--- src/row_buffer_pkg.sv ---
`default_nettype none

package row_buffer_pkg;

    //////////////////////////////
    // Widths
    //////////////////////////////
    localparam int pixel_width    = 16;
    localparam int ram_depth      = 1024;
    localparam int ram_addr_width = 10;
    localparam int col_width      = 9;
    localparam int seq_width      = 16;
    localparam int cycle_width    = 6;

    //////////////////////////////
    // Accelerator states, one-hot
    //////////////////////////////
    localparam logic [3:0] st_idle          = 4'b0001;
    localparam logic [3:0] st_prim_buffer   = 4'b0010;
    localparam logic [3:0] st_wait_pfb_load = 4'b0100;
    localparam logic [3:0] st_ce_active     = 4'b1000;

    // Cycle counter values where the saved pixel is taken
    localparam logic [cycle_width-1:0] save_cycle_early = 6'd2;
    localparam logic [cycle_width-1:0] save_cycle_late  = 6'd0;

    //////////////////////////////
    // Sequence word
    //////////////////////////////
    typedef struct packed {
        logic       bank_sel;
        logic [5:0] spare;
        logic [8:0] col;
    } seq_even_t;

    typedef struct packed {
        logic       bank_sel;
        logic [4:0] spare;
        logic       parity;
        logic [7:0] col_hi;
        logic       col_lo;
    } seq_odd_t;

    // Same word, decoded once per memory
    typedef union packed {
        seq_even_t even;
        seq_odd_t  odd;
    } seq_word_u;

endpackage

`default_nettype wire

--- src/row_buffer_if.sv ---
`timescale 1ns/1ps
`default_nettype none

// Write port and read port of one row memory
interface row_buffer_if
    import row_buffer_pkg::*;
();

    logic [ram_addr_width-1:0] wr_addr;
    logic [ram_addr_width-1:0] rd_addr;
    logic [pixel_width-1:0]    wr_data;
    logic                      wren;
    logic                      rden;
    logic [pixel_width-1:0]    rd_data;

    modport ctrl (
        output wr_addr, rd_addr, wr_data, wren, rden,
        input  rd_data
    );

    modport ram (
        input  wr_addr, rd_addr, wr_data, wren, rden,
        output rd_data
    );

    // Read side only, for the pixel capture
    modport mon (
        input rd_data, rden
    );

endinterface

`default_nettype wire

--- src/pixel_pair_capture.sv ---
`timescale 1ns/1ps
`default_nettype none

module pixel_pair_capture
    import row_buffer_pkg::*;
(
    input  logic                       clk_500MHz,
    input  logic                       accel_rst,
    input  logic                       ce_start,
    input  logic [1:0]                 gray_code,
    input  logic [cycle_width-1:0]     cycle_counter,
    row_buffer_if.mon                  even_buf,
    row_buffer_if.mon                  odd_buf,
    output logic [pixel_width-1:0]     saved_pixel,
    output logic [2*pixel_width-1:0]   pixel_dataout
);

    logic at_early;
    logic at_late;
    logic take_odd;
    logic take_even;

    assign at_early = cycle_counter == save_cycle_early;
    assign at_late  = cycle_counter == save_cycle_late;

    // Which memory holds the row about to be renamed
    assign take_odd  = (gray_code == 2'b00 && at_early) || (gray_code == 2'b11 && at_late);
    assign take_even = (gray_code == 2'b01 && at_early) || (gray_code == 2'b10 && at_late);

    //////////////////////////////
    // Saved pixel
    //////////////////////////////
    always_ff @(posedge clk_500MHz) begin
        if (take_odd) begin
            saved_pixel <= odd_buf.rd_data;
        end else if (take_even) begin
            saved_pixel <= even_buf.rd_data;
        end
    end

    //////////////////////////////
    // Output pair, odd pixel on top
    //////////////////////////////
    always_ff @(posedge clk_500MHz) begin
        if (accel_rst) begin
            pixel_dataout <= '0;
        end else if (ce_start && even_buf.rden) begin
            pixel_dataout <= {odd_buf.rd_data, even_buf.rd_data};
        end
    end

endmodule

`default_nettype wire

--- src/flat_wrapper.sv ---
// flat-port wrapper written by rule: the top's interface ports become plain ports
module pixel_pair_capture_flat import row_buffer_pkg::*;
  (clk_500MHz, accel_rst, ce_start, gray_code, cycle_counter, saved_pixel, pixel_dataout, even_buf_rd_data, even_buf_rden, odd_buf_rd_data, odd_buf_rden);
  row_buffer_if even_buf_i ();
  row_buffer_if odd_buf_i ();
  input  logic clk_500MHz;
  input  logic accel_rst;
  input  logic ce_start;
  input  logic [1:0] gray_code;
  input  logic [cycle_width-1:0] cycle_counter;
  output logic [pixel_width-1:0] saved_pixel;
  output logic [2*pixel_width-1:0] pixel_dataout;
  input wire logic [$bits(even_buf_i.rd_data)-1:0] even_buf_rd_data;
  input wire logic [$bits(even_buf_i.rden)-1:0] even_buf_rden;
  input wire logic [$bits(odd_buf_i.rd_data)-1:0] odd_buf_rd_data;
  input wire logic [$bits(odd_buf_i.rden)-1:0] odd_buf_rden;
  assign even_buf_i.rd_data = even_buf_rd_data;
  assign even_buf_i.rden = even_buf_rden;
  assign odd_buf_i.rd_data = odd_buf_rd_data;
  assign odd_buf_i.rden = odd_buf_rden;
  pixel_pair_capture u_core (.clk_500MHz(clk_500MHz), .accel_rst(accel_rst), .ce_start(ce_start), .gray_code(gray_code), .cycle_counter(cycle_counter), .even_buf(even_buf_i), .odd_buf(odd_buf_i), .saved_pixel(saved_pixel), .pixel_dataout(pixel_dataout));
endmodule
--- config.mk ---
export PLATFORM = sky130hd
export DESIGN_NAME = pixel_pair_capture_flat
export DESIGN_NICKNAME = d
export VERILOG_FILES = /design/src/row_buffer_pkg.sv /design/src/row_buffer_if.sv /design/src/pixel_pair_capture.sv /design/src/flat_wrapper.sv
export SDC_FILE = /design/constraint.sdc
export NUM_CORES = 1
export LEC_CHECK = 0
export CAP_MARGIN = 0
export CORE_ASPECT_RATIO = 1.2
export CORE_MARGIN = 3
export CORE_UTILIZATION = 50
export CTS_BUF_LIST = sky130_fd_sc_hd__clkbuf_4 sky130_fd_sc_hd__clkbuf_8
export DETAILED_ROUTE_END_ITERATION = 8
export DONT_BUFFER_PORTS = 1
export PLACE_DENSITY = 0.74
export SKIP_LAST_GASP = 1
export SLEW_MARGIN = 5
export SYNTH_ARGS = -nofsm -noshare
export SYNTH_HDL_FRONTEND = slang
export SYNTH_SLANG_ARGS = --single-unit
--- constraint.sdc ---
create_clock -name clk_500MHz -period 4 [get_ports clk_500MHz]
set_clock_uncertainty 0.1 [all_clocks]
set_input_delay 1 -clock clk_500MHz [delete_from_list [all_inputs] [get_ports clk_500MHz]]
set_output_delay 1 -clock clk_500MHz [all_outputs]
set_load 0.03 [all_outputs]
==> results of run 1 <==
-- sequential cells by signal (all words and copies together), names as in the netlist --
| signal | flops |
|---|---|
| u_core.pixel_dataout | 32 |
| u_core.saved_pixel | 16 |
-- per-stage QoR --
step / utilization (%) / total power [mW] / hold slack (ns) / area [um^2]
after global routing: 58.30 / 1.054 / 0.5256 / 2013
final: 58.30 / 1.015 / 0.5037 / 2013
after CTS: 58.30 / 1.025 / 0.5071 / 2013
after floorplan: - / 0.6147 / 0.4755 / 1868
after global placement: 54.35 / 0.6182 / 0.4901 / 1877
after detailed placement: 54.35 / 0.6216 / 0.4948 / 1877
-- worst max-delay path by stage --
stage / depth (start not counted) / startpoint / endpoint / slack (ns)
2_1_floorplan: 2 / cycle_counter[2] / u_core.saved_pixel[0]$_DFFE_PP_ / 0.75
3_3_place_gp: 4 / cycle_counter[2] / u_core.saved_pixel[15]$_DFFE_PP_ / 1.27
3_5_place_dp: 4 / cycle_counter[2] / u_core.saved_pixel[1]$_DFFE_PP_ / 1.22
4_1_cts: 4 / cycle_counter[2] / u_core.saved_pixel[1]$_DFFE_PP_ / 1.55
5_1_grt: 4 / cycle_counter[2] / u_core.saved_pixel[3]$_DFFE_PP_ / 1.52
6_report: 4 / cycle_counter[2] / u_core.saved_pixel[3]$_DFFE_PP_ / 1.54
-- layer usage --
layer | part of all wire, % | vias up
li1 | - | 596
met1 | 37 | 596
met2 | 54 | 55
met3 | 8.9 | 2
met4 | 0.41 | 0
met5 | 0 | -
-- layout make-up --
type / count / area, um^2
Fill cell: 306 / 1440
Sequential cell: 48 / 1121
Multi-Input combinational cell: 120 / 694.4
Clock buffer: 6 / 76.32
Clock inverter: 2 / 60.06
Tap cell: 37 / 46.29
Timing Repair Buffer: 2 / 15.01
-- cell usage after synthesis, drive strengths merged --
cell,instances
a211oi,1
a21oi,32
and2,1
buf,1
clkbuf,10
dfxtp,32
edfxtp,16
mux2,16
nand2,65
nand3b,1
nor3,1
or3b,1
or4,1
xnor2,1
-- report_power, final --
part | leakage [nW] | total, mW | internal (mW) | switching (mW)
combinational | 0.224 | 0.0452 | 0.0216 | 0.0236
clock | 0.0688 | 0.406 | 0.256 | 0.150
sequential | 0.406 | 0.564 | 0.520 | 0.0439
total | 0.699 | 1.02 | 0.798 | 0.217
-- worst register-to-register path, stage by stage, from the launching register on --
cell and delay, ns:
sky130_fd_sc_hd__dfxtp_1 0.54, sky130_fd_sc_hd__nand2_1 0.09, sky130_fd_sc_hd__a21oi_1 0.18
-- logic make-up (layout without fill, tap and decap cells) --
group           Yosys count  count (layout)  synth area share, %
buf+inv                  11              10                3.081
xor+xnor                  1               1               0.4689
flops                    48              48                60.01
simple gates             70              70                15.14
mux                      16              16                11.65
compound gates           33              33                9.645
==> results.md, run 1 <==
* Run status: finished clean
* Top-Level Pins at 93
* Final number of max-transition violations at 0
* Vertical die dimension at 72.96 um
* Number of global-route vias before repair at 1,188
* Maximum buffer depth of the clock tree at 2
* Number of hold-slack violations in the final timing report at 0
* Actual slew at the worst max-slew pin at 1.105 ns
* Minimum setup slack among reg-to-reg paths at 3.02 ns
* DRC Markers at 0
* Cell area after synthesis at 1868 um^2
* Number of instances on the worst hold path at 2
* CP startpoint kind: input port
* Layer with the highest usage: met2
* Clock slew seen by the registers of the worst setup and hold paths at 0.08 ns
* Detailed-route wire length per cell at 19.52 um
* Die X-Extent at 61.80 um
* Cell Rows at 23
* Core ar. at 3453 um^2
* DR iter-0 viols at 48
* Overall fraction of global-route tracks in use at 19.24%
* Dominant cell type by area after synthesis: sky130_fd_sc_hd__dfxtp_1
* Count of buffer and inverter cells on the critical path at 1
* Launch point of the worst hold path: u_core.pixel_dataout[21]$_SDFFE_PP0P_
* Depth of the worst register-to-register path at 2
* Placed wire-length estimate after detailed placement at 3088 um
* Met3 capacity usage during global routing at 7.611%
* Post-CTS Setup Inserts at 0
* Setup Crit Path Kind: input port to flip-flop
* Effective utilization at floorplan at 54.09%
* Placed cell count at 207
* Area of the die at 4508 um^2
* Worst path slowest cell: sky130_fd_sc_hd__or4_4
* TritonCTS Buffers at 5
* Global-route met2 utilization at 33.76%
* Number of antenna diodes at 0
* Nets in the synthesized netlist at 224
* Top cell type's share of synthesized area at 34.29%
* Worst Path Required at 3.94 ns
* Worst path cell trace: or4_4 -> a211oi_4 -> buf_4 -> mux2_2
* Number of cells in the finished layout apart from fillers at 215
* Share of the cycle needed by the critical path after routing at 61.52%
* Worst-case vdd ir drop at 229.6 uV
* R2R Path Start: u_core.pixel_dataout[13]$_SDFFE_PP0P_
* Final setup violation count at 0
* Leading post-synthesis cells by cell area: sky130_fd_sc_hd__dfxtp_1, sky130_fd_sc_hd__edfxtp_1, sky130_fd_sc_hd__nand2_1
* Max-slew headroom at 26.32%
* Slowest Stage Delay on Critical Path at 0.54 ns
* Crit path capture type: flip-flop
* Number of antenna violations at the first check in global routing at 0
* Reg-to-Reg End: u_core.pixel_dataout[13]$_SDFFE_PP0P_
* Maximum number of pins on one net before global-route repair at 33
* Grt ovf at 0
* Total number of yosys warnings at 0
* Leakage power total at 0.6990 nW
* Clock insertion delay at the later pin of the skew report at 0.29 ns
* RSZ-0062 raised after global routing: false
* Post-synthesis cell type count at 15
* Final setup margin at 1.539 ns
* Mean number of vias per cell at 5.809
* Cell count after synthesis at 179
* Clock Root Buffer: sky130_fd_sc_hd__clkbuf_8
* Layout cell share with drive strength beyond 1 at 16.29%
* Routability congestion estimate at 0.7676
* Number of hold buffers added after cts at 0
* HP Class: flip-flop to flip-flop
* Max Clk Rate at 0.4064 GHz
* Sinks on the clock net at 48
* Pre-CTS setup slack at 1.220 ns
* Port Buffer Count at 0
* Met1 capacity usage during global routing at 21.08%
* Sequential share of the synthesized area at 60.01%
* Post-layout minimum cycle time at 2.461 ns
* Number of vias in the routed layout at 1,249
* Global-route wire length before repair at 6237 um
* Routed Wire Length at 4197 um
* Area overhead of the layout relative to synthesis at 7.770%
* Max Cap Viol at 0
* Power density over cell area at 504.3 nW/um^2
* Maximum net fanout on the critical path at 16
* Number of cells upsized or downsized after cts at 0
* Data arrival time of the critical path at 2.40 ns
* Category of cells accounting for the largest share of critical-path delay: simple AND/OR/NAND/NOR gates
* Highest-count cells in the layout ignoring fill and taps: sky130_fd_sc_hd__nand2_1, sky130_fd_sc_hd__a21oi_1, sky130_fd_sc_hd__dfxtp_1
* Clock tree from TritonCTS: done
* Final-layout setup total negative slack at 0 ns
* Nets at 222
* Number of flip-flops and latches in the synthesized netlist at 48
* Mean area per synthesized cell at 10.44 um^2
* Endpoint of the worst hold-timing path: u_core.pixel_dataout[21]$_SDFFE_PP0P_
* Router iterations before antenna repair at 4
* H-Tree Depth at 2
* Final antenna-violating net count at 0
* Commonest non-fill, non-tap cell in the layout: sky130_fd_sc_hd__nand2_1
Note: power is estimated with default switching activity, not from simulation.
==> inputs of run 2 (changes only) <==
- PLACE_DENSITY: 0.74 -> 0.77
- clock period: 4 -> 2 ns (I/O delays scaled with it)
==> run 2 against run 1 <==
Setup slack lost 1.4 ns. Clock power rose by 50%. Largest cell class unchanged. Worst hold slack worse by 0.33 ns. Highest routed layer unchanged.
==> results.md, run 2 (synthesis gave the netlist of run 1 again) <==
* Nets at 225 (+1.4%)
* Area overhead of the layout relative to synthesis at 8.908%
* DR iter-0 viols at 69 (+44%)
* Data arrival time of the critical path at 1.81 ns (-0.59 ns)
* Final antenna-violating net count at 0 (unchanged)
* Clock insertion delay at the later pin of the skew report at 0.28 ns (about the same)
* Util after Layout at 58.91% (+0.62 points)
* HP Class: input port to flip-flop
* Number of vias in the routed layout at 1,250 (+0.080%)
* RSZ-0062 raised after global routing: false
* Clock Root Buffer: sky130_fd_sc_hd__clkbuf_8
* Mean number of vias per cell at 5.734 (-1.3%)
* Worst path cell trace: or4_4 -> a211oi_4 -> buf_12 -> mux2_2
* Post-CTS Setup Inserts at 0 (unchanged)
* Max reg flops at 32 (unchanged)
* Routability congestion estimate at 0.7450 (-2.9%)
* Number of antenna diodes at 0 (unchanged)
* Final setup violation count at 0 (unchanged)
* Cell Rows at 23 (unchanged)
* Clock power frac at 33.2% (-6.8 points)
* Max-slew headroom at 76.35% (+50 points)
* CP startpoint kind: input port
* Setup Crit Path Kind: input port to flip-flop
* Post-layout minimum cycle time at 1.870 ns
* Grt ovf at 0 (unchanged)
* Worst-case vdd ir drop at 411.2 uV (+79%)
* Crit path capture type: flip-flop
* Final-layout setup total negative slack at 0 ns (unchanged)
* Max Cap Viol at 0 (unchanged)
* Slowest Stage Delay on Critical Path at 0.54 ns (about the same)
* Cell internal power dissipation at 1.416 mW (+77%)
* Core ar. at 3453 um^2 (unchanged)
* Placed wire-length estimate after detailed placement at 3167 um (+2.5%)
* Die X-Extent at 61.80 um (unchanged)
* Commonest non-fill, non-tap cell in the layout: sky130_fd_sc_hd__nand2_1
* Routed Wire Length at 4181 um (-0.38%)
* Max Clk Rate at 0.5348 GHz
* Layout cell share with drive strength beyond 1 at 17.68% (+1.4 points)
* Effective utilization at floorplan at 54.09% (unchanged)
* Worst Path Required at 1.94 ns (-2.00 ns)
* Final number of max-transition violations at 0 (unchanged)
* Number of cells upsized or downsized after cts at 0 (unchanged)
* Part of the total power dissipated in combinational logic at 5.3% (+0.8 points)
* Met3 capacity usage during global routing at 6.549% (-1.1 points)
* Placed cell count at 210 (+1.4%)
* Launch point of the worst hold path: accel_rst
* Maximum buffer depth of the clock tree at 2 (unchanged)
* Clock tree from TritonCTS: done
* Number of global-route vias before repair at 1,294 (+8.9%)
* Number of hold buffers added after cts at 0 (unchanged)
* Met1 capacity usage during global routing at 19.77% (-1.3 points)
* Register share of total power at 61.6% (+6.1 points)
* Maximum net fanout on the critical path at 16 (unchanged)
* Run status: finished clean
* TritonCTS Buffers at 5 (unchanged)
* Global-route met2 utilization at 34.92% (+1.2 points)
* H-Tree Depth at 2 (unchanged)
* Regs by FF count: u_core.pixel_dataout (32), u_core.saved_pixel (16)
* Switching power summed over all nets at 0.4157 mW (+91%)
* Leakage power total at 0.7091 nW (+1.5%)
* Area of the die at 4508 um^2 (unchanged)
* Top-Level Pins at 93 (unchanged)
* Vertical die dimension at 72.96 um (unchanged)
* Layer with the highest usage: met2
* Overall fraction of global-route tracks in use at 19.07% (-0.17 points)
* Sinks on the clock net at 48 (unchanged)
* Worst path slowest cell: sky130_fd_sc_hd__or4_4
* Actual slew at the worst max-slew pin at 0.3543 ns (-0.7509 ns)
* Global-route wire length before repair at 6244 um (+0.11%)
* Port Buffer Count at 0 (unchanged)
* Router iterations before antenna repair at 5 (+1)
* Maximum number of pins on one net before global-route repair at 33 (unchanged)
* R2R Path Start: u_core.pixel_dataout[13]$_SDFFE_PP0P_
* Register containing the most flip-flops in the final layout: u_core.pixel_dataout
* Power density over cell area at 900.4 nW/um^2 (+79%)
* Share of the cycle needed by the critical path after routing at 93.49%
* Number of hold-slack violations in the final timing report at 0 (unchanged)
* Detailed-route wire length per cell at 19.18 um (-1.8%)
* Fraction of power spent switching nets at 22.69% (+1.3 points)
* Number of antenna violations at the first check in global routing at 0 (unchanged)
* Clock slew seen by the registers of the worst setup and hold paths at 0.08 ns (about the same)
* Crit path from: cycle_counter[2]
* Highest-count cells in the layout ignoring fill and taps: sky130_fd_sc_hd__nand2_1, sky130_fd_sc_hd__a21oi_1, sky130_fd_sc_hd__dfxtp_1
* DRC Markers at 0 (unchanged)
* Number of cells in the finished layout apart from fillers at 218 (+1.4%)
==> run 2: cell types whose count changed in the layout (fill, tap and decap cells not counted), sizes merged <==
cell and delta:
buf +3, bufinv -2, clkbuf +2
==> run 2: power by group through the flow <==
stage	clock network [mW]	registers (mW)	logic, mW
after floorplan	0	1.14	0.0873
after CTS	0.624	1.13	0.0981
after global placement	0	1.15	0.0918
final	0.607	1.13	0.0966
after detailed placement	0	1.15	0.0976
after global routing	0.674	1.13	0.108
==> run 2: metrics by stage <==
| step | worst slack, ns | instance area, um^2 | power [mW] | hold WS (ns) |
|---|---|---|---|---|
| after floorplan | -0.2497 | 1879 | 1.231 | 0.4691 |
| after global placement | -0.1496 | 1931 | 1.242 | 0.4735 |
| after detailed placement | -0.1828 | 1931 | 1.249 | 0.4746 |
| after CTS | 0.1281 | 2034 | 1.851 | 0.1630 |
| after global routing | 0.1150 | 2034 | 1.914 | 0.1524 |
| final | 0.1303 | 2034 | 1.832 | 0.1723 |
==> run 2: layout make-up <==
class,instances,area [um^2]
Multi-Input combinational cell,120,700.7
Fill cell,313,1419
Sequential cell,48,1121
Timing Repair Buffer,5,62.56
Clock buffer,8,103.9
Tap cell,37,46.29
==> run 2: worst max-delay path: cells and delay by family <==
| kind | cells | cell delay [ns] |
|---|---|---|
| and+or+nand+nor | 1 | 0.54 |
| buffers and inverters | 1 | 0.20 |
| AOI/OAI and AO/OA | 1 | 0.21 |
| muxes | 1 | 0.35 |
==> run 2: path summary, 6_finish.rpt <==
| path | to | slack [ns] | depth (start not counted) |
|---|---|---|---|
| max | u_core.saved_pixel[4]$_DFFE_PP_ | 0.13 | 4 |
| min | u_core.pixel_dataout[7]$_SDFFE_PP0P_ | 0.17 | 1 |
| max reg2reg | u_core.pixel_dataout[13]$_SDFFE_PP0P_ | 1.03 | 2 |
| min reg2reg | u_core.pixel_dataout[24]$_SDFFE_PP0P_ | 0.50 | 2 |
==> run 2: per-layer routing <==
layer	vias up	part of all wire, %
met5	-	0
met4	0	0.69
met3	4	7.6
met2	51	55
met1	595	37
li1	600	-
==> inputs of run 3 (changes only) <==
- CORE_MARGIN: 3 -> default
==> run 3 against run 2 <==
The flow now finishes with violations (DRC). Die area is 12% lower. Setup slack got worse by 0.056 ns. Non-clock buffer count grew 1. Sequential share of layout area barely moved. Sequential power hardly changed. Cell count grew 0.46%. First-iteration DRC count shrank 33%. Utilization hardly changed. Wire length decreased by 3.4%. Critical endpoint is now u_core.saved_pixel[1]$_DFFE_PP_. Largest power group unchanged. Highest routed layer unchanged.
==> results.md, run 3 (synthesis gave the netlist of run 1 again) <==
* Number of antenna violations at the first check in global routing at 0 (unchanged)
* Met3 capacity usage during global routing at 6.903% (+0.35 points)
* Crit path capture type: flip-flop
* Global-route met2 utilization at 38.08% (+3.2 points)
* Post-CTS Setup Inserts at 0 (unchanged)
* Worst-case vdd ir drop at 512.1 uV (+25%)
* Worst path cell trace: or4_4 -> a211oi_4 -> buf_4 -> mux2_2
* Register containing the most flip-flops in the final layout: u_core.pixel_dataout
* Max Cap Viol at 0 (unchanged)
* Routed Wire Length at 4040 um (-3.4%)
* Effective utilization at floorplan at 54.09% (unchanged)
* Number of cells in the finished layout apart from fillers at 219 (+0.46%)
* Top-Level Pins at 93 (unchanged)
* Number of hold-slack violations in the final timing report at 0 (unchanged)
* Data arrival time of the critical path at 1.86 ns (+0.05 ns)
* Leakage power total at 0.7132 nW (+0.57%)
* Layout fillers at 293 (-6.4%)
* Met1 capacity usage during global routing at 20.05% (+0.27 points)
* CP startpoint kind: input port
* Power density over cell area at 896.5 nW/um^2 (-0.43%)
* Placed wire-length estimate after detailed placement at 3048 um (-3.7%)
* Layout cell share with drive strength beyond 1 at 18.13% (+0.45 points)
* Count of buffer and inverter cells on the critical path at 1 (unchanged)
* Number of global-route vias before repair at 1,364 (+5.4%)
* Mean number of vias per cell at 5.804 (+1.2%)
* R2R Path Start: u_core.pixel_dataout[23]$_SDFFE_PP0P_
* Maximum buffer depth of the clock tree at 2 (unchanged)
* Slowest Stage Delay on Critical Path at 0.56 ns (+0.02 ns)
* Maximum number of pins on one net before global-route repair at 33 (unchanged)
* Pre-CTS setup slack at -0.2273 ns (-0.04445 ns)
* Number of antenna diodes at 0 (unchanged)
* Clock insertion delay at the later pin of the skew report at 0.28 ns (about the same)
* Placed cell count at 211 (+0.48%)
* Clock tree from TritonCTS: done
* Area overhead of the layout relative to synthesis at 8.975% (about the same)
* Routability congestion estimate at 0.7433 (-0.23%)
* HP Class: input port to flip-flop
* Layer with the highest usage: met2
* Number of hold buffers added after cts at 0 (unchanged)
* Reg-to-Reg End: u_core.pixel_dataout[23]$_SDFFE_PP0P_
* Actual slew at the worst max-slew pin at 0.3508 ns (-0.003489 ns)
* Final setup margin at 0.07453 ns (-0.05576 ns)
* Clock Root Buffer: sky130_fd_sc_hd__clkbuf_8
* Vertical die dimension at 68.96 um (-5.5%)
* Highest-count cells in the layout ignoring fill and taps: sky130_fd_sc_hd__nand2_1, sky130_fd_sc_hd__a21oi_1, sky130_fd_sc_hd__dfxtp_1
* Failing checks: DRC
* Number of vias in the routed layout at 1,271 (+1.7%)
* H-Tree Depth at 2 (unchanged)
* Final setup violation count at 0 (unchanged)
* Router iterations before antenna repair at 6 (+1)
* RSZ-0062 raised after global routing: false
* Die X-Extent at 57.80 um (-6.5%)
* Post-layout minimum cycle time at 1.925 ns (+0.05576 ns)
* Core ar. at 3453 um^2 (unchanged)
* Final number of max-transition violations at 0 (unchanged)
* Category of cells accounting for the largest share of critical-path delay: simple AND/OR/NAND/NOR gates
* TritonCTS Buffers at 5 (unchanged)
* DR iter-0 viols at 46 (-33%)
* Detailed-route wire length per cell at 18.45 um (-3.8%)
* Endpoint of the worst hold-timing path: u_core.pixel_dataout[15]$_SDFFE_PP0P_
* Cell Rows at 23 (unchanged)
* Regs by FF count: u_core.pixel_dataout (32), u_core.saved_pixel (16)
* Worst path slowest cell: sky130_fd_sc_hd__or4_4
* DRC Markers at 7 (+7)
* Worst Path Required at 1.94 ns (about the same)
* Max Clk Rate at 0.5194 GHz (-2.9%)
* Number of instances on the worst hold path at 1 (unchanged)
* Final-layout setup total negative slack at 0 ns (unchanged)
* Maximum net fanout on the critical path at 5 (-11)
* Max-slew headroom at 76.58% (+0.23 points)
* Depth of the worst register-to-register path at 2 (unchanged)
* Setup Crit Path Kind: input port to flip-flop
* Max reg flops at 32 (unchanged)
* Overall fraction of global-route tracks in use at 20.62% (+1.5 points)
* Number of cells upsized or downsized after cts at 0 (unchanged)
* Minimum setup slack among reg-to-reg paths at 1.04 ns (about the same)
* Sinks on the clock net at 48 (unchanged)
* Area of the die at 3985 um^2 (-12%)
* Run status: complete, but fails checks
* Final antenna-violating net count at 0 (unchanged)
* Port Buffer Count at 0 (unchanged)
* Nets at 226 (+0.44%)
* Share of the cycle needed by the critical path after routing at 96.27% (+2.8 points)
* Grt ovf at 0 (unchanged)
* Global-route wire length before repair at 6085 um (-2.5%)
* Launch point of the worst hold path: accel_rst
* Clock slew seen by the registers of the worst setup and hold paths at 0.08 ns (about the same)
* Commonest non-fill, non-tap cell in the layout: sky130_fd_sc_hd__nand2_1
[run 3: cell types whose count changed in the layout (fill, tap and decap cells not counted), sizes merged]
cell and delta:
buf +1
[run 3: power breakdown]
part / internal (mW) / total [mW] / switching (mW)
Combinational: 0.0470 / 0.0962 / 0.0492
Sequential: 1.04 / 1.13 / 0.0875
Clock: 0.309 / 0.601 / 0.292
[run 3: layout make-up]
type / instances / area, um^2 / area share (%)
repair buffers: 6 / 70.07 / 3.442
multi-input cells: 120 / 700.7 / 34.42
well taps: 37 / 46.29 / 2.274
flip-flops and latches: 48 / 1121 / 55.07
clock buffers: 8 / 97.59 / 4.794
[run 3: stage by stage]
| step | util [%] | instance area (um^2) | hold WS [ns] | power (mW) |
|---|---|---|---|---|
| finish | 58.95 | 2036 | 0.1713 | 1.825 |
| CTS | 58.95 | 2036 | 0.1610 | 1.838 |
| global route | 58.95 | 2036 | 0.1614 | 1.878 |
| detailed placement | 56.12 | 1938 | 0.4746 | 1.248 |
| floorplan | - | 1879 | 0.4691 | 1.231 |
| global placement | 56.12 | 1938 | 0.4730 | 1.241 |
[run 3: how the worst max path moves through the flow]
stage | startpoint | endpoint | depth (start not counted)
after CTS | cycle_counter[2] | u_core.saved_pixel[1]$_DFFE_PP_ | 4
after global placement | cycle_counter[2] | u_core.saved_pixel[15]$_DFFE_PP_ | 4
final | cycle_counter[2] | u_core.saved_pixel[1]$_DFFE_PP_ | 4
after detailed placement | cycle_counter[2] | u_core.saved_pixel[1]$_DFFE_PP_ | 4
after floorplan | cycle_counter[2] | u_core.saved_pixel[10]$_DFFE_PP_ | 4
after global routing | cycle_counter[2] | u_core.saved_pixel[1]$_DFFE_PP_ | 4
[run 3: layer usage]
metal,share of wire (%),wire (um),vias to the layer above
met3,9.2,373,11
met1,37,1479,592
met4,2.9,116,0
met2,51,2071,67
li1,-,-,601
met5,0,0,-
[run 3: worst reg2reg max path: cells and delay by family, from the launching register on]
kind,cells,cell delay [ns]
AOI/OAI and AO/OA,1,0.17
DFF,1,0.52
and+or+nand+nor,1,0.10
