File: src/row_buffer_pkg.sv
`default_nettype none

package row_buffer_pkg;

    //////////////////////////////
    // Widths
    //////////////////////////////
    localparam int pixel_width    = 16;
    localparam int ram_depth      = 1024;
    localparam int ram_addr_width = 10;
    localparam int col_width      = 9;
    localparam int seq_width      = 16;
    localparam int cycle_width    = 6;

    //////////////////////////////
    // Accelerator states, one-hot
    //////////////////////////////
    localparam logic [3:0] st_idle          = 4'b0001;
    localparam logic [3:0] st_prim_buffer   = 4'b0010;
    localparam logic [3:0] st_wait_pfb_load = 4'b0100;
    localparam logic [3:0] st_ce_active     = 4'b1000;

    // Cycle counter values where the saved pixel is taken
    localparam logic [cycle_width-1:0] save_cycle_early = 6'd2;
    localparam logic [cycle_width-1:0] save_cycle_late  = 6'd0;

    //////////////////////////////
    // Sequence word
    //////////////////////////////
    typedef struct packed {
        logic       bank_sel;
        logic [5:0] spare;
        logic [8:0] col;
    } seq_even_t;

    typedef struct packed {
        logic       bank_sel;
        logic [4:0] spare;
        logic       parity;
        logic [7:0] col_hi;
        logic       col_lo;
    } seq_odd_t;

    // Same word, decoded once per memory
    typedef union packed {
        seq_even_t even;
        seq_odd_t  odd;
    } seq_word_u;

endpackage

`default_nettype wire

File: src/row_buffer_if.sv
`timescale 1ns/1ps
`default_nettype none

// Write port and read port of one row memory
interface row_buffer_if
    import row_buffer_pkg::*;
();

    logic [ram_addr_width-1:0] wr_addr;
    logic [ram_addr_width-1:0] rd_addr;
    logic [pixel_width-1:0]    wr_data;
    logic                      wren;
    logic                      rden;
    logic [pixel_width-1:0]    rd_data;

    modport ctrl (
        output wr_addr, rd_addr, wr_data, wren, rden,
        input  rd_data
    );

    modport ram (
        input  wr_addr, rd_addr, wr_data, wren, rden,
        output rd_data
    );

    // Read side only, for the pixel capture
    modport mon (
        input rd_data, rden
    );

endinterface

`default_nettype wire

File: src/row_buffer_ctrl.sv
`timescale 1ns/1ps
`default_nettype none

module row_buffer_ctrl
    import row_buffer_pkg::*;
(
    input  logic                      clk_500MHz,
    input  logic                      accel_rst,
    input  logic [3:0]                state,
    input  logic                      pfb_rden,
    input  logic                      ce_start,
    input  logic                      row_matric,
    input  logic [col_width-1:0]      input_row,
    input  logic [col_width-1:0]      input_col,
    input  logic [col_width-1:0]      num_input_cols,
    input  logic [col_width-1:0]      wr_addr,
    input  logic [1:0]                gray_code,
    input  logic [pixel_width-1:0]    pixel_datain,
    input  logic [ram_addr_width-1:0] even_rd_addr,
    input  logic [ram_addr_width-1:0] odd_rd_addr,
    input  logic [pixel_width-1:0]    saved_pixel,
    row_buffer_if.ctrl                even_buf,
    row_buffer_if.ctrl                odd_buf
);

    logic col_in_range;

    assign col_in_range = input_col <= num_input_cols;

    always_ff @(posedge clk_500MHz) begin
        if (accel_rst) begin
            even_buf.wren <= 1'b0;
            even_buf.rden <= 1'b0;
            odd_buf.wren  <= 1'b0;
            odd_buf.rden  <= 1'b0;
        end else begin
            // Strobes last one cycle
            even_buf.wren <= 1'b0;
            even_buf.rden <= 1'b0;
            odd_buf.wren  <= 1'b0;
            odd_buf.rden  <= 1'b0;

            case (state)
                //////////////////////////////
                // Prime load of rows 0..2
                //////////////////////////////
                st_prim_buffer: begin
                    if (pfb_rden && col_in_range) begin
                        case (input_row)
                            9'd0: begin
                                // Row 0 lands in bank 0 of both memories
                                even_buf.wren    <= 1'b1;
                                even_buf.wr_addr <= {1'b0, input_col};
                                even_buf.wr_data <= pixel_datain;
                                odd_buf.wren     <= 1'b1;
                                odd_buf.wr_addr  <= {1'b0, input_col};
                                odd_buf.wr_data  <= pixel_datain;
                            end
                            9'd1: begin
                                odd_buf.wren    <= 1'b1;
                                odd_buf.wr_addr <= {1'b1, input_col};
                                odd_buf.wr_data <= pixel_datain;
                            end
                            9'd2: begin
                                even_buf.wren    <= 1'b1;
                                even_buf.wr_addr <= {1'b1, input_col};
                                even_buf.wr_data <= pixel_datain;
                            end
                            default: ;
                        endcase
                    end
                end

                //////////////////////////////
                // Active reads and row rename
                //////////////////////////////
                st_ce_active: begin
                    if (ce_start) begin
                        even_buf.rden    <= 1'b1;
                        odd_buf.rden     <= 1'b1;
                        even_buf.rd_addr <= even_rd_addr;
                        odd_buf.rd_addr  <= odd_rd_addr;
                        if (row_matric) begin
                            even_buf.wren <= 1'b1;
                            odd_buf.wren  <= 1'b1;
                            if (gray_code[0] == gray_code[1]) begin
                                // Incoming row to odd, saved pixel renamed into even
                                odd_buf.wr_addr  <= {gray_code[0], wr_addr};
                                odd_buf.wr_data  <= pixel_datain;
                                even_buf.wr_addr <= {gray_code[1], wr_addr};
                                even_buf.wr_data <= saved_pixel;
                            end else begin
                                even_buf.wr_addr <= {gray_code[0], wr_addr};
                                even_buf.wr_data <= pixel_datain;
                                odd_buf.wr_addr  <= {gray_code[1], wr_addr};
                                odd_buf.wr_data  <= saved_pixel;
                            end
                        end
                    end
                end

                // No memory activity
                st_idle, st_wait_pfb_load: ;
                default: ;
            endcase
        end
    end

endmodule

`default_nettype wire

File: src/flat_wrapper.sv
// flat-port wrapper written by rule: the top's interface ports become plain ports
module row_buffer_ctrl_flat import row_buffer_pkg::*;
  (clk_500MHz, accel_rst, state, pfb_rden, ce_start, row_matric, input_row, input_col, num_input_cols, wr_addr, gray_code, pixel_datain, even_rd_addr, odd_rd_addr, saved_pixel, even_buf_wr_addr, even_buf_rd_addr, even_buf_wr_data, even_buf_wren, even_buf_rden, even_buf_rd_data, odd_buf_wr_addr, odd_buf_rd_addr, odd_buf_wr_data, odd_buf_wren, odd_buf_rden, odd_buf_rd_data);
  row_buffer_if even_buf_i ();
  row_buffer_if odd_buf_i ();
  input  logic clk_500MHz;
  input  logic accel_rst;
  input  logic [3:0] state;
  input  logic pfb_rden;
  input  logic ce_start;
  input  logic row_matric;
  input  logic [col_width-1:0] input_row;
  input  logic [col_width-1:0] input_col;
  input  logic [col_width-1:0] num_input_cols;
  input  logic [col_width-1:0] wr_addr;
  input  logic [1:0] gray_code;
  input  logic [pixel_width-1:0] pixel_datain;
  input  logic [ram_addr_width-1:0] even_rd_addr;
  input  logic [ram_addr_width-1:0] odd_rd_addr;
  input  logic [pixel_width-1:0] saved_pixel;
  output wire logic [$bits(even_buf_i.wr_addr)-1:0] even_buf_wr_addr;
  output wire logic [$bits(even_buf_i.rd_addr)-1:0] even_buf_rd_addr;
  output wire logic [$bits(even_buf_i.wr_data)-1:0] even_buf_wr_data;
  output wire logic [$bits(even_buf_i.wren)-1:0] even_buf_wren;
  output wire logic [$bits(even_buf_i.rden)-1:0] even_buf_rden;
  input wire logic [$bits(even_buf_i.rd_data)-1:0] even_buf_rd_data;
  output wire logic [$bits(odd_buf_i.wr_addr)-1:0] odd_buf_wr_addr;
  output wire logic [$bits(odd_buf_i.rd_addr)-1:0] odd_buf_rd_addr;
  output wire logic [$bits(odd_buf_i.wr_data)-1:0] odd_buf_wr_data;
  output wire logic [$bits(odd_buf_i.wren)-1:0] odd_buf_wren;
  output wire logic [$bits(odd_buf_i.rden)-1:0] odd_buf_rden;
  input wire logic [$bits(odd_buf_i.rd_data)-1:0] odd_buf_rd_data;
  assign even_buf_wr_addr = even_buf_i.wr_addr;
  assign even_buf_rd_addr = even_buf_i.rd_addr;
  assign even_buf_wr_data = even_buf_i.wr_data;
  assign even_buf_wren = even_buf_i.wren;
  assign even_buf_rden = even_buf_i.rden;
  assign even_buf_i.rd_data = even_buf_rd_data;
  assign odd_buf_wr_addr = odd_buf_i.wr_addr;
  assign odd_buf_rd_addr = odd_buf_i.rd_addr;
  assign odd_buf_wr_data = odd_buf_i.wr_data;
  assign odd_buf_wren = odd_buf_i.wren;
  assign odd_buf_rden = odd_buf_i.rden;
  assign odd_buf_i.rd_data = odd_buf_rd_data;
  row_buffer_ctrl u_core (.clk_500MHz(clk_500MHz), .accel_rst(accel_rst), .state(state), .pfb_rden(pfb_rden), .ce_start(ce_start), .row_matric(row_matric), .input_row(input_row), .input_col(input_col), .num_input_cols(num_input_cols), .wr_addr(wr_addr), .gray_code(gray_code), .pixel_datain(pixel_datain), .even_rd_addr(even_rd_addr), .odd_rd_addr(odd_rd_addr), .saved_pixel(saved_pixel), .even_buf(even_buf_i), .odd_buf(odd_buf_i));
endmodule
File: config.mk
export PLATFORM = sky130hd
export DESIGN_NAME = row_buffer_ctrl_flat
export DESIGN_NICKNAME = d
export VERILOG_FILES = /design/src/row_buffer_pkg.sv /design/src/row_buffer_if.sv /design/src/row_buffer_ctrl.sv /design/src/flat_wrapper.sv
export SDC_FILE = /design/constraint.sdc
export NUM_CORES = 1
export LEC_CHECK = 0
export BUFFER_PORTS_ARGS = -buffer_cell sky130_fd_sc_hd__buf_4
export CAP_MARGIN = 20
export CORE_MARGIN = 5
export CORE_UTILIZATION = 35
export CTS_CLUSTER_SIZE = 25
export DETAILED_ROUTE_END_ITERATION = 6
export PLACE_DENSITY = 0.71
export REMOVE_ABC_BUFFERS = 1
export SETUP_SLACK_MARGIN = 0.2
export SLEW_MARGIN = 10
export SYNTH_ARGS = -nofsm -noshare
export SYNTH_HDL_FRONTEND = slang
export SYNTH_SLANG_ARGS = --single-unit
File: constraint.sdc
create_clock -name clk_500MHz -period 3.1 [get_ports clk_500MHz]
set_clock_uncertainty 0.2 [all_clocks]
set_input_delay 0.155 -clock clk_500MHz [delete_from_list [all_inputs] [get_ports clk_500MHz]]
set_output_delay 0.155 -clock clk_500MHz [all_outputs]
set_load 0.03 [all_outputs]
==> results.md, run 1 <==
- Critical Path AT: 2.16 ns
- Chip height: 106 um
- Initial antenna violation count: 0
- Yosys synthesis warning count: 0
- Req. time, crit path: 2.99 ns
- Final ANT Viol Nets: 0
- DRC: 0
- Max Fclk: 441 MHz
- WL per Instance: 16.8 um
- Cells after Synth: 186
- FP Rows: 35
- Worst-path cell chain: buf_4 > nor4b_4 > buf_4 > nor2b_2 > buf_4 > mux2_2 > dlygate4sd3_1
- Area delta synth->final: 80.1%
- Commonest cells after routing, fill and taps aside: buf_4, dlygate4sd3_1, edfxtp_1
- Synth cell types: 29
- Leakage power: 2.49 nW
- Min Tclk post-route: 2.27 ns
- Period utilization: 73.2%
- RSZ-0062 raised after global routing: no
- Reg clk slew, reported paths: 0.08 ns
- Die area: 11300 sq um
- Outcome: complete, no violations
- GRT Total Usage: 17.3%
- Worst-margin pin slew: 0.599 ns
- Element type at the critical path end: flop
- MaxCap Viol Count: 0
- Core footprint: 9110 sq um
- GRT overflow: 0
- Crit Path Max Fanout: 16
- Critical Path Start Type: input port
- Max stage delay on crit path: 0.56 ns
- Die Wd: 106 um
- Max Slew Vio Count: 0
- Clock Sinks: 75
- Number of global-route vias before repair: 2892
- Most common cell on crit path: buf_4
- Tightest Hold Check Type: input port to flop
- Pwr Density: 391 nW/um^2
- Clk buf depth: 2
- HPWL Detailed: 6690 um
- Diode count: 0
- Crit path kind: input port to flop
- DP Worst Slack: 0.703 ns
- Worst setup margin: 0.832 ns
- Count of final hold-check violations: 0
- IO Count: 207
- DP Area: 4700 sq um
- Commonest non-fill, non-tap cell in the layout: buf_4
- Layout cells sized above 1: 50.0%
- Largest net degree at the start of global routing: 21
- Placer Congestion: 0.745
- Mean Syn Cell Area: 17.4 sq um
- Sequential cell area fraction in the yosys report: 68.7%
- CTS Buf Count: 9
- # port buffers: 174
- Pre-antenna DRT Iters: 4
- Vias/cell: 4.56
- First-pass GRT wire length: 15000 um
- Setup violators final: 0
- Netlist Area Pre-Place: 3240 sq um
- Clock root cell: clkbuf_8
- Slowest CP cell: dlygate4sd3_1
- WL final: 9780 um
- Design Power: 2.28 mW
- Flops & latches, synth: 75
- CTS tree: done
- Starting Density: 35.5%
- Peak VDD IR: 0.232 mV
- H-tree depth: 3
- DR iter-0 viols: 88
- Setup tns final: 0 ns
- Final std cell area, no fill: 5830 sq um
- Nets: 608
- Routed via count: 2650
- Rel. slew slack: 59.5%
power breakdown:
part | internal, mW | switching, mW | leakage (nW)
sequential | 1.13 | 0.00628 | 0.671
combinational | 0.232 | 0.147 | 1.72
clock | 0.377 | 0.383 | 0.0998
total | 1.74 | 0.537 | 2.49
registers in the layout, summed over array words and instances (netlist names):
register                 count
u_core.even_buf.wr_data     16
u_core.odd_buf.wr_data      16
u_core.even_buf.rd_addr     10
u_core.even_buf.wr_addr     10
u_core.odd_buf.rd_addr      10
u_core.odd_buf.wr_addr      10
u_core.even_buf.wren         1
u_core.odd_buf.rden          1
u_core.odd_buf.wren          1
cells in the mapped netlist:
library cell   n  area share [%]
mux2_1        10             3.5
inv_1         11             1.3
nor2_1         1            0.12
buf_4          2            0.46
mux2_4        10             4.6
nor2b_1        2            0.39
nand4_1        2            0.39
ha_1          12             4.6
or3_1          1            0.19
nor3_1         2            0.31
o21a_1         1            0.23
a211o_1        1            0.27
nor4b_4        1            0.73
edfxtp_1      72              67
o31ai_1        2            0.46
buf_6          3             1.0
o211ai_1       2            0.46
a41oi_1        1            0.27
nand2_1        7            0.81
nor4b_2        1            0.46
o311a_1        1            0.31
and3b_1        2            0.54
or4_4          1            0.35
a21oi_1        8             1.2
nand2_4        1            0.35
o21ai_0        5            0.77
buf_2          1            0.15
dfxtp_1        3             1.9
mux2_2        20             7.0
kinds of logic (layout without fill, tap and decap cells):
family | count (synthesis) | count (layout) | share of synthesized area (%)
compound gates | 21 | 21 | 4.02
fa+ha+maj | 12 | 12 | 4.64
buf+inv | 17 | 301 | 2.94
flops | 75 | 75 | 68.7
mux | 40 | 40 | 15.1
simple gates | 21 | 21 | 4.64
per-stage QoR:
step | utilization (%) | hold WS [ns] | instances
6_report | 64.0 | 0.0511 | 581
5_1_grt | 64.0 | 0.0889 | 581
4_1_cts | 64.0 | 0.0338 | 581
3_5_place_dp | 51.6 | 0.135 | 473
3_3_place_gp | 51.6 | 0.133 | 473
2_1_floorplan | - | 0.0539 | 180
final timing paths:
kind	depth (start not counted)	end	slack [ns]	startpoint
worst max-delay path	7	u_core.odd_buf.wr_data[1]	0.83	state[1]
worst min-delay path	3	u_core.odd_buf.wr_addr[0]	0.05	input_col[0]
per-layer routing:
metal | GRT usage (%) | wire length (um) | up-vias
li1 | - | - | 1280
met1 | 19.0 | 3710 | 1251
met2 | 31.4 | 5230 | 107
met3 | 4.68 | 669 | 12
met4 | 7.03 | 170 | 0
met5 | 0 | 0 | -
what timing repair did:
item / in CTS / in global routing
buffers inserted: 0 / 0
resized for setup: 0 / 0
hold endpoints to repair: 75 / 0
hold buffers: 92 / 0
worst max-delay path: cells and delay by family:
kind                   cells  cell delay (ns)
buffers and inverters      4             1.19
multiplexers               1             0.37
AND/OR/NAND/NOR            2             0.44
layout make-up:
class / count / area [sq um]
Multi-Input combinational cell: 94 / 936
Timing Repair Buffer: 274 / 2290
Inverter: 11 / 41.3
Clock buffer: 9 / 124
Fill cell: 705 / 3280
Tap cell: 111 / 139
Clock inverter: 7 / 77.6
Sequential cell: 75 / 2220
Note: power is estimated with default switching activity, not from simulation.
==> run 2: changes to the inputs <==
==> constraint.sdc (replaced) <==
create_clock -name clk_500MHz -period 2 [get_ports clk_500MHz]
set_clock_uncertainty 0.2 [all_clocks]
set_input_delay 0.1 -clock clk_500MHz [delete_from_list [all_inputs] [get_ports clk_500MHz]]
set_output_delay 0.1 -clock clk_500MHz [all_outputs]
set_load 0.03 [all_outputs]
==> run 2 against run 1 <==
Compared with the run above: clock power grew 50%; non-clock buffer count shrank 13; sequential cell count is the same; combinational power grew 48%; clock-buffer cell count is the same; critical path type unchanged; global-route usage shrank 0.45 points; sequential power grew 55%; cell count shrank 2.1%.
==> results.md, run 2 (synthesis gave the netlist of run 1 again) <==
- Commonest cells after routing, fill and taps aside: buf_4, dlygate4sd3_1, edfxtp_1 (unchanged)
- WL per Instance: 16.7 um (was 16.8 um)
- Vias/cell: 4.63 (was 4.56)
- Max Fclk: 573 MHz
- Starting Density: 35.5% (unchanged)
- Reg power frac: 51.0% (was 50.0%)
- Worst-margin pin slew: 0.395 ns (was 0.599 ns)
- Crit path kind: input port to flop (unchanged)
- GRT overflow: 0 (unchanged)
- Rel. slew slack: 73.6% (was 59.5%)
- Leakage power: 2.45 nW (was 2.49 nW)
- Nets: 595 (was 608)
- Layout cells sized above 1: 52.7% (was 50.0%)
- IO Count: 207 (unchanged)
- CTS Buf Count: 9 (unchanged)
- Largest net degree at the start of global routing: 27 (was 21)
- Int Power: 2.67 mW (was 1.74 mW)
- Worst hold start: input_col[0] (unchanged)
- Clock Sinks: 75 (unchanged)
- Element type at the critical path end: flop (unchanged)
- Max Slew Vio Count: 0 (unchanged)
- Sw frac: 23.0% (was 23.5%)
- Reg clk slew, reported paths: 0.08 ns (about the same)
- Req. time, crit path: 1.85 ns (was 2.99 ns)
- Critical Path Start Type: input port (unchanged)
- Die Wd: 106 um (unchanged)
- Chip height: 106 um (unchanged)
- Top flop regs: u_core.even_buf.wr_data: 16 flops, u_core.odd_buf.wr_data: 16 flops (unchanged)
- Routed via count: 2633 (was 2650)
- Count of final hold-check violations: 0 (unchanged)
- Crit Path Max Fanout: 13 (was 16)
- Final ANT Viol Nets: 0 (unchanged)
- Period utilization: 87.2%
- Placer Congestion: 0.720 (was 0.745)
- DRC: 0 (unchanged)
- Die area: 11300 sq um (unchanged)
- MaxCap Viol Count: 0 (unchanged)
- Combinational Power Share: 16.2% (was 16.6%)
- Min Tclk post-route: 1.74 ns
- NetSw: 798 uW (was 537 uW)
- Initial antenna violation count: 0 (unchanged)
- RSZ-0062 raised after global routing: yes (was no)
- Clock root cell: clkbuf_8 (unchanged)
- CTS tree: done (unchanged)
- Tightest Hold Check Type: input port to flop (unchanged)
- FP Rows: 35 (unchanged)
- Worst setup path start: input_col[6] (was state[1])
- Peak VDD IR: 0.266 mV (was 0.232 mV)
- Clk buf depth: 2 (unchanged)
- Setup violators final: 0 (unchanged)
- Area delta synth->final: 77.8% (was 80.1%)
- Post-CTS Setup Inserts: 0 (unchanged)
- Outcome: complete, no violations (unchanged)
- First-pass GRT wire length: 14600 um (was 15000 um)
- Worst hold slack: 0.0254 ns (was 0.0511 ns)
- DR iter-0 viols: 77 (was 88)
- Clock power frac: 32.8% (was 33.4%)
- WL final: 9520 um (was 9780 um)
- # port buffers: 174 (unchanged)
- Core footprint: 9110 sq um (unchanged)
- H-tree depth: 3 (unchanged)
- Number of global-route vias before repair: 2762 (was 2892)
- Commonest non-fill, non-tap cell in the layout: buf_4 (unchanged)
- Pwr Density: 603 nW/um^2 (was 391 nW/um^2)
- Critical Path AT: 1.60 ns (was 2.16 ns)
- GRT Total Usage: 16.8% (was 17.3%)
- HPWL Detailed: 6530 um (was 6690 um)
- Pre-antenna DRT Iters: 4 (unchanged)
- Setup tns final: 0 ns (unchanged)
==> run 2: cell count changes in the layout (fill, tap and decap cells not counted), sizes merged <==
cell,change
clkinv,+1
inv,-1
dlygate4sd3,-18
clkbuf,+1
diode,+1
buf,+4
==> run 2: stage by stage <==
| step | setup WS, ns | instances | util, % | cell area, sq um | power (mW) |
|---|---|---|---|---|---|
| 6_report | 0.256 | 569 | 63.2 | 5750 | 3.47 |
| 5_1_grt | 0.198 | 568 | 63.1 | 5750 | 3.62 |
| 4_1_cts | 0.220 | 567 | 62.8 | 5720 | 3.49 |
| 3_5_place_dp | -0.109 | 477 | 52.5 | 4780 | 2.25 |
| 3_3_place_gp | -0.107 | 477 | 52.5 | 4780 | 2.24 |
| 2_1_floorplan | -0.996 | 180 | - | 3180 | 1.99 |
==> run 2: timing repair <==
action	4_1_cts	5_1_grt
setup endpoints to repair	0	26
endpoints found under the hold margin	75	0
gates resized for setup	0	2
hold buffers	74	0
==> run 2: power by group through the flow <==
| stage | registers [mW] | clock network [mW] | logic (mW) |
|---|---|---|---|
| 2_1_floorplan | 1.87 | 0 | 0.116 |
| 3_3_place_gp | 1.80 | 0 | 0.433 |
| 3_5_place_dp | 1.80 | 0 | 0.442 |
| 4_1_cts | 1.77 | 1.16 | 0.560 |
| 5_1_grt | 1.77 | 1.24 | 0.603 |
| 6_report | 1.77 | 1.14 | 0.561 |
==> run 2: cell type report <==
class | instances | area, sq um
Fill cell | 680 | 3350
Sequential cell | 75 | 2220
Timing Repair Buffer | 261 | 2210
Multi-Input combinational cell | 94 | 945
Tap cell | 111 | 139
Clock buffer | 9 | 124
Clock inverter | 7 | 68.8
Inverter | 11 | 41.3
Antenna cell | 1 | 2.50
==> run 2: critical path: stages <==
cell and delay (ns):
buf_4 0.11, ha_1 0.31, a211o_1 0.26, o211ai_1 0.10, o211ai_1 0.11, buf_4 0.17
a21oi_4 0.21, clkbuf_16 0.22
==> run 2: path summary, 6_finish.rpt <==
| check | to | cells after the start | slack (ns) |
|---|---|---|---|
| hold / removal | u_core.odd_buf.wr_addr[0] | 3 | 0.03 |
| setup / recovery | u_core.odd_buf.wr_data[12] | 8 | 0.26 |
==> run 2: per-layer routing <==
metal / global-route usage, % / part of all wire (%)
met1: 19.5 / 39
met2: 29.0 / 51
met3: 4.37 / 6.8
met4: 7.77 / 2.7
met5: 0 / 0
==> run 3: changes to the inputs <==
--- a/config.mk
+++ b/config.mk
@@ -11,6 +11,7 @@
 export CORE_UTILIZATION = 35
 export CTS_CLUSTER_SIZE = 25
 export DETAILED_ROUTE_END_ITERATION = 6
+export MAX_ROUTING_LAYER = met4
 export PLACE_DENSITY = 0.71
 export REMOVE_ABC_BUFFERS = 1
 export SETUP_SLACK_MARGIN = 0.2
==> constraint.sdc (replaced) <==
create_clock -name clk_500MHz -period 2 [get_ports clk_500MHz]
set_clock_uncertainty 0.2 [all_clocks]
set_input_delay 0.4 -clock clk_500MHz [delete_from_list [all_inputs] [get_ports clk_500MHz]]
set_output_delay 0.4 -clock clk_500MHz [all_outputs]
set_load 0.03 [all_outputs]
==> run 3 against run 2 <==
Compared with the run above: sequential cell count stayed put; first-iteration DRC count rose by 18%; critical endpoint is now u_core.even_buf.wr_data[13]; largest cell class unchanged; routed wire length down 3.3%.
==> results.md, run 3 (synthesis gave the netlist of run 1 again) <==
- Outcome: complete, no violations (unchanged)
- Final core utilization: 59.0% (was 63.2%)
- Commonest cells after routing, fill and taps aside: buf_4, edfxtp_1, mux2_2 (was buf_4, dlygate4sd3_1, edfxtp_1)
- Crit Path Max Fanout: 8 (was 13)
- Core footprint: 9110 sq um (unchanged)
- Routed via count: 2421 (was 2633)
- Clock root cell: clkbuf_8 (unchanged)
- Diode count: 0 (was 1)
- Placed Instances: 481 (was 477)
- Largest net degree at the start of global routing: 27 (unchanged)
- Fill cells: 720 (was 680)
- Worst setup path endpoint: u_core.even_buf.wr_data[13] (was u_core.odd_buf.wr_data[12])
- GRT Total Usage: 16.0% (was 16.8%)
- DRC: 0 (unchanged)
- Count of final hold-check violations: 0 (unchanged)
- Setup tns final: 0 ns (unchanged)
- DR iter-0 viols: 91 (was 77)
- Design Power: 3.47 mW (about the same)
- Leakage power: 2.22 nW (was 2.45 nW)
- Tightest Hold Check Type: input port to flop (unchanged)
- Final ANT Viol Nets: 0 (unchanged)
- Die area: 11300 sq um (unchanged)
- Die Wd: 106 um (unchanged)
- Worst setup path start: input_row[4] (was input_col[6])
- GRT overflow: 0 (unchanged)
- HPWL Detailed: 6560 um (was 6530 um)
- Reg clk slew, reported paths: 0.08 ns (about the same)
- Hold depth: 1 (was 3)
- Pwr Density: 647 nW/um^2 (was 603 nW/um^2)
- Max Slew Vio Count: 0 (unchanged)
- Starting Density: 35.5% (unchanged)
- CTS Buf Count: 9 (unchanged)
- Element type at the critical path end: flop (unchanged)
- Clk buf depth: 2 (unchanged)
- Final std cell area, no fill: 5370 sq um (was 5750 sq um)
- Critical Path AT: 1.85 ns (was 1.60 ns)
- Worst hold slack: 0.0354 ns (was 0.0254 ns)
- DP Worst Slack: -0.411 ns (was -0.109 ns)
- First-pass GRT wire length: 13300 um (was 14600 um)
- # port buffers: 174 (unchanged)
- Layout cells sized above 1: 66.0% (was 52.7%)
- Clock Sinks: 75 (unchanged)
- Top flop regs: u_core.even_buf.wr_data: 16 flops, u_core.odd_buf.wr_data: 16 flops (unchanged)
- Placer Congestion: 0.764 (was 0.720)
- Vias/cell: 4.74 (was 4.63)
- H-tree depth: 3 (unchanged)
- Period utilization: 99.3% (was 87.2%)
- Nets: 538 (was 595)
- Pre-antenna DRT Iters: 4 (unchanged)
- Req. time, crit path: 1.86 ns (was 1.85 ns)
- Final cell count without fillers: 511 (was 569)
- Critical Path Start Type: input port (unchanged)
- Max stage delay on crit path: 0.57 ns (was 0.31 ns)
- CTS tree: done (unchanged)
- Rel. slew slack: 81.8% (was 73.6%)
- MaxCap Viol Count: 0 (unchanged)
- Area delta synth->final: 66.0% (was 77.8%)
- IO Count: 207 (unchanged)
- Worst setup margin: 0.0148 ns (was 0.256 ns)
- Initial antenna violation count: 0 (unchanged)
- Min Tclk post-route: 1.99 ns (was 1.74 ns)
- Number of global-route vias before repair: 2559 (was 2762)
- WL final: 9200 um (was 9520 um)
- Crit path kind: input port to flop (unchanged)
- Worst-margin pin slew: 0.272 ns (was 0.395 ns)
- Commonest non-fill, non-tap cell in the layout: buf_4 (unchanged)
- DP Area: 4810 sq um (was 4780 sq um)
- WL per Instance: 18.0 um (was 16.7 um)
- Slowest CP cell: or4_4 (was ha_1)
- Chip height: 106 um (unchanged)
- FP Rows: 35 (unchanged)
- Peak VDD IR: 0.289 mV (was 0.266 mV)
- RSZ-0062 raised after global routing: yes (unchanged)
- Max Fclk: 504 MHz (was 573 MHz)
- Worst-path cell chain: buf_6 > or4_4 > o31ai_4 > nand2_2 > a21oi_4 > buf_12 (was buf_4 > ha_1 > a211o_1 > o211ai_1 > o211ai_1 > buf_4 > a21oi_4 > clkbuf_16)
- Setup violators final: 0 (unchanged)
[run 3: cell types whose count changed in the layout (fill, tap and decap cells not counted), moves of 3 or more]
cell,before,now
buf_6,0,7
clkinvlp_4,1,4
dlygate4sd3_1,74,9
ha_1,12,4
ha_4,0,8
inv_1,11,8
[run 3: cell type report]
type                    count  area [sq um]  share of cell area (%)
clock buffers               9           124                    2.31
clock inverters             7          77.6                    1.44
inverters                  11          43.8                   0.815
multi-input cells          94          1100                    20.4
flip-flops and latches     75          2220                    41.4
well taps                 111           139                    2.59
repair buffers            204          1670                    31.1
[run 3: per-layer routing]
layer | track usage [%] | vias to the layer above | share of wire [%]
li1 | - | 1135 | -
met1 | 18.4 | 1168 | 40
met2 | 27.0 | 110 | 52
met3 | 4.55 | 8 | 7.0
met4 | 5.09 | 0 | 1.1
met5 | - | - | 0
[run 3: timing repair]
action / CTS / global route
hold buffers: 0 / 9
setup endpoints to repair: 84 / 52
cloned: 1 / 1
hold endpoints to repair: 0 / 9
setup buffers: 3 / 0
gates resized for setup: 16 / 14
pin swaps: 1 / 8
[run 3: critical path: cells and delay by family]
kind                   cells  cell delay, ns
and+or+nand+nor            2            0.68
AOI/OAI and AO/OA          2            0.51
buffers and inverters      2            0.26
[run 3: worst min-delay path by stage]
stage / to / startpoint / slack [ns]
after floorplan: u_core.even_buf.rd_addr[0] / even_rd_addr[0] / 0.30
after global placement: u_core.odd_buf.rd_addr[0] / odd_rd_addr[0] / 0.38
after detailed placement: u_core.even_buf.rd_addr[6] / even_rd_addr[6] / 0.38
after CTS: u_core.even_buf.rd_addr[6] / even_rd_addr[6] / 0.004
after global routing: u_core.odd_buf.rd_addr[6] / odd_rd_addr[6] / 0.0008
final: u_core.even_buf.rd_addr[3] / even_rd_addr[3] / 0.04
[run 3: power breakdown]
part | switching [mW] | leakage [nW] | internal (mW)
clock network | 0.612 | 0.0881 | 0.582
registers | 0.0101 | 0.671 | 1.76
logic | 0.223 | 1.46 | 0.288
total | 0.845 | 2.22 | 2.63
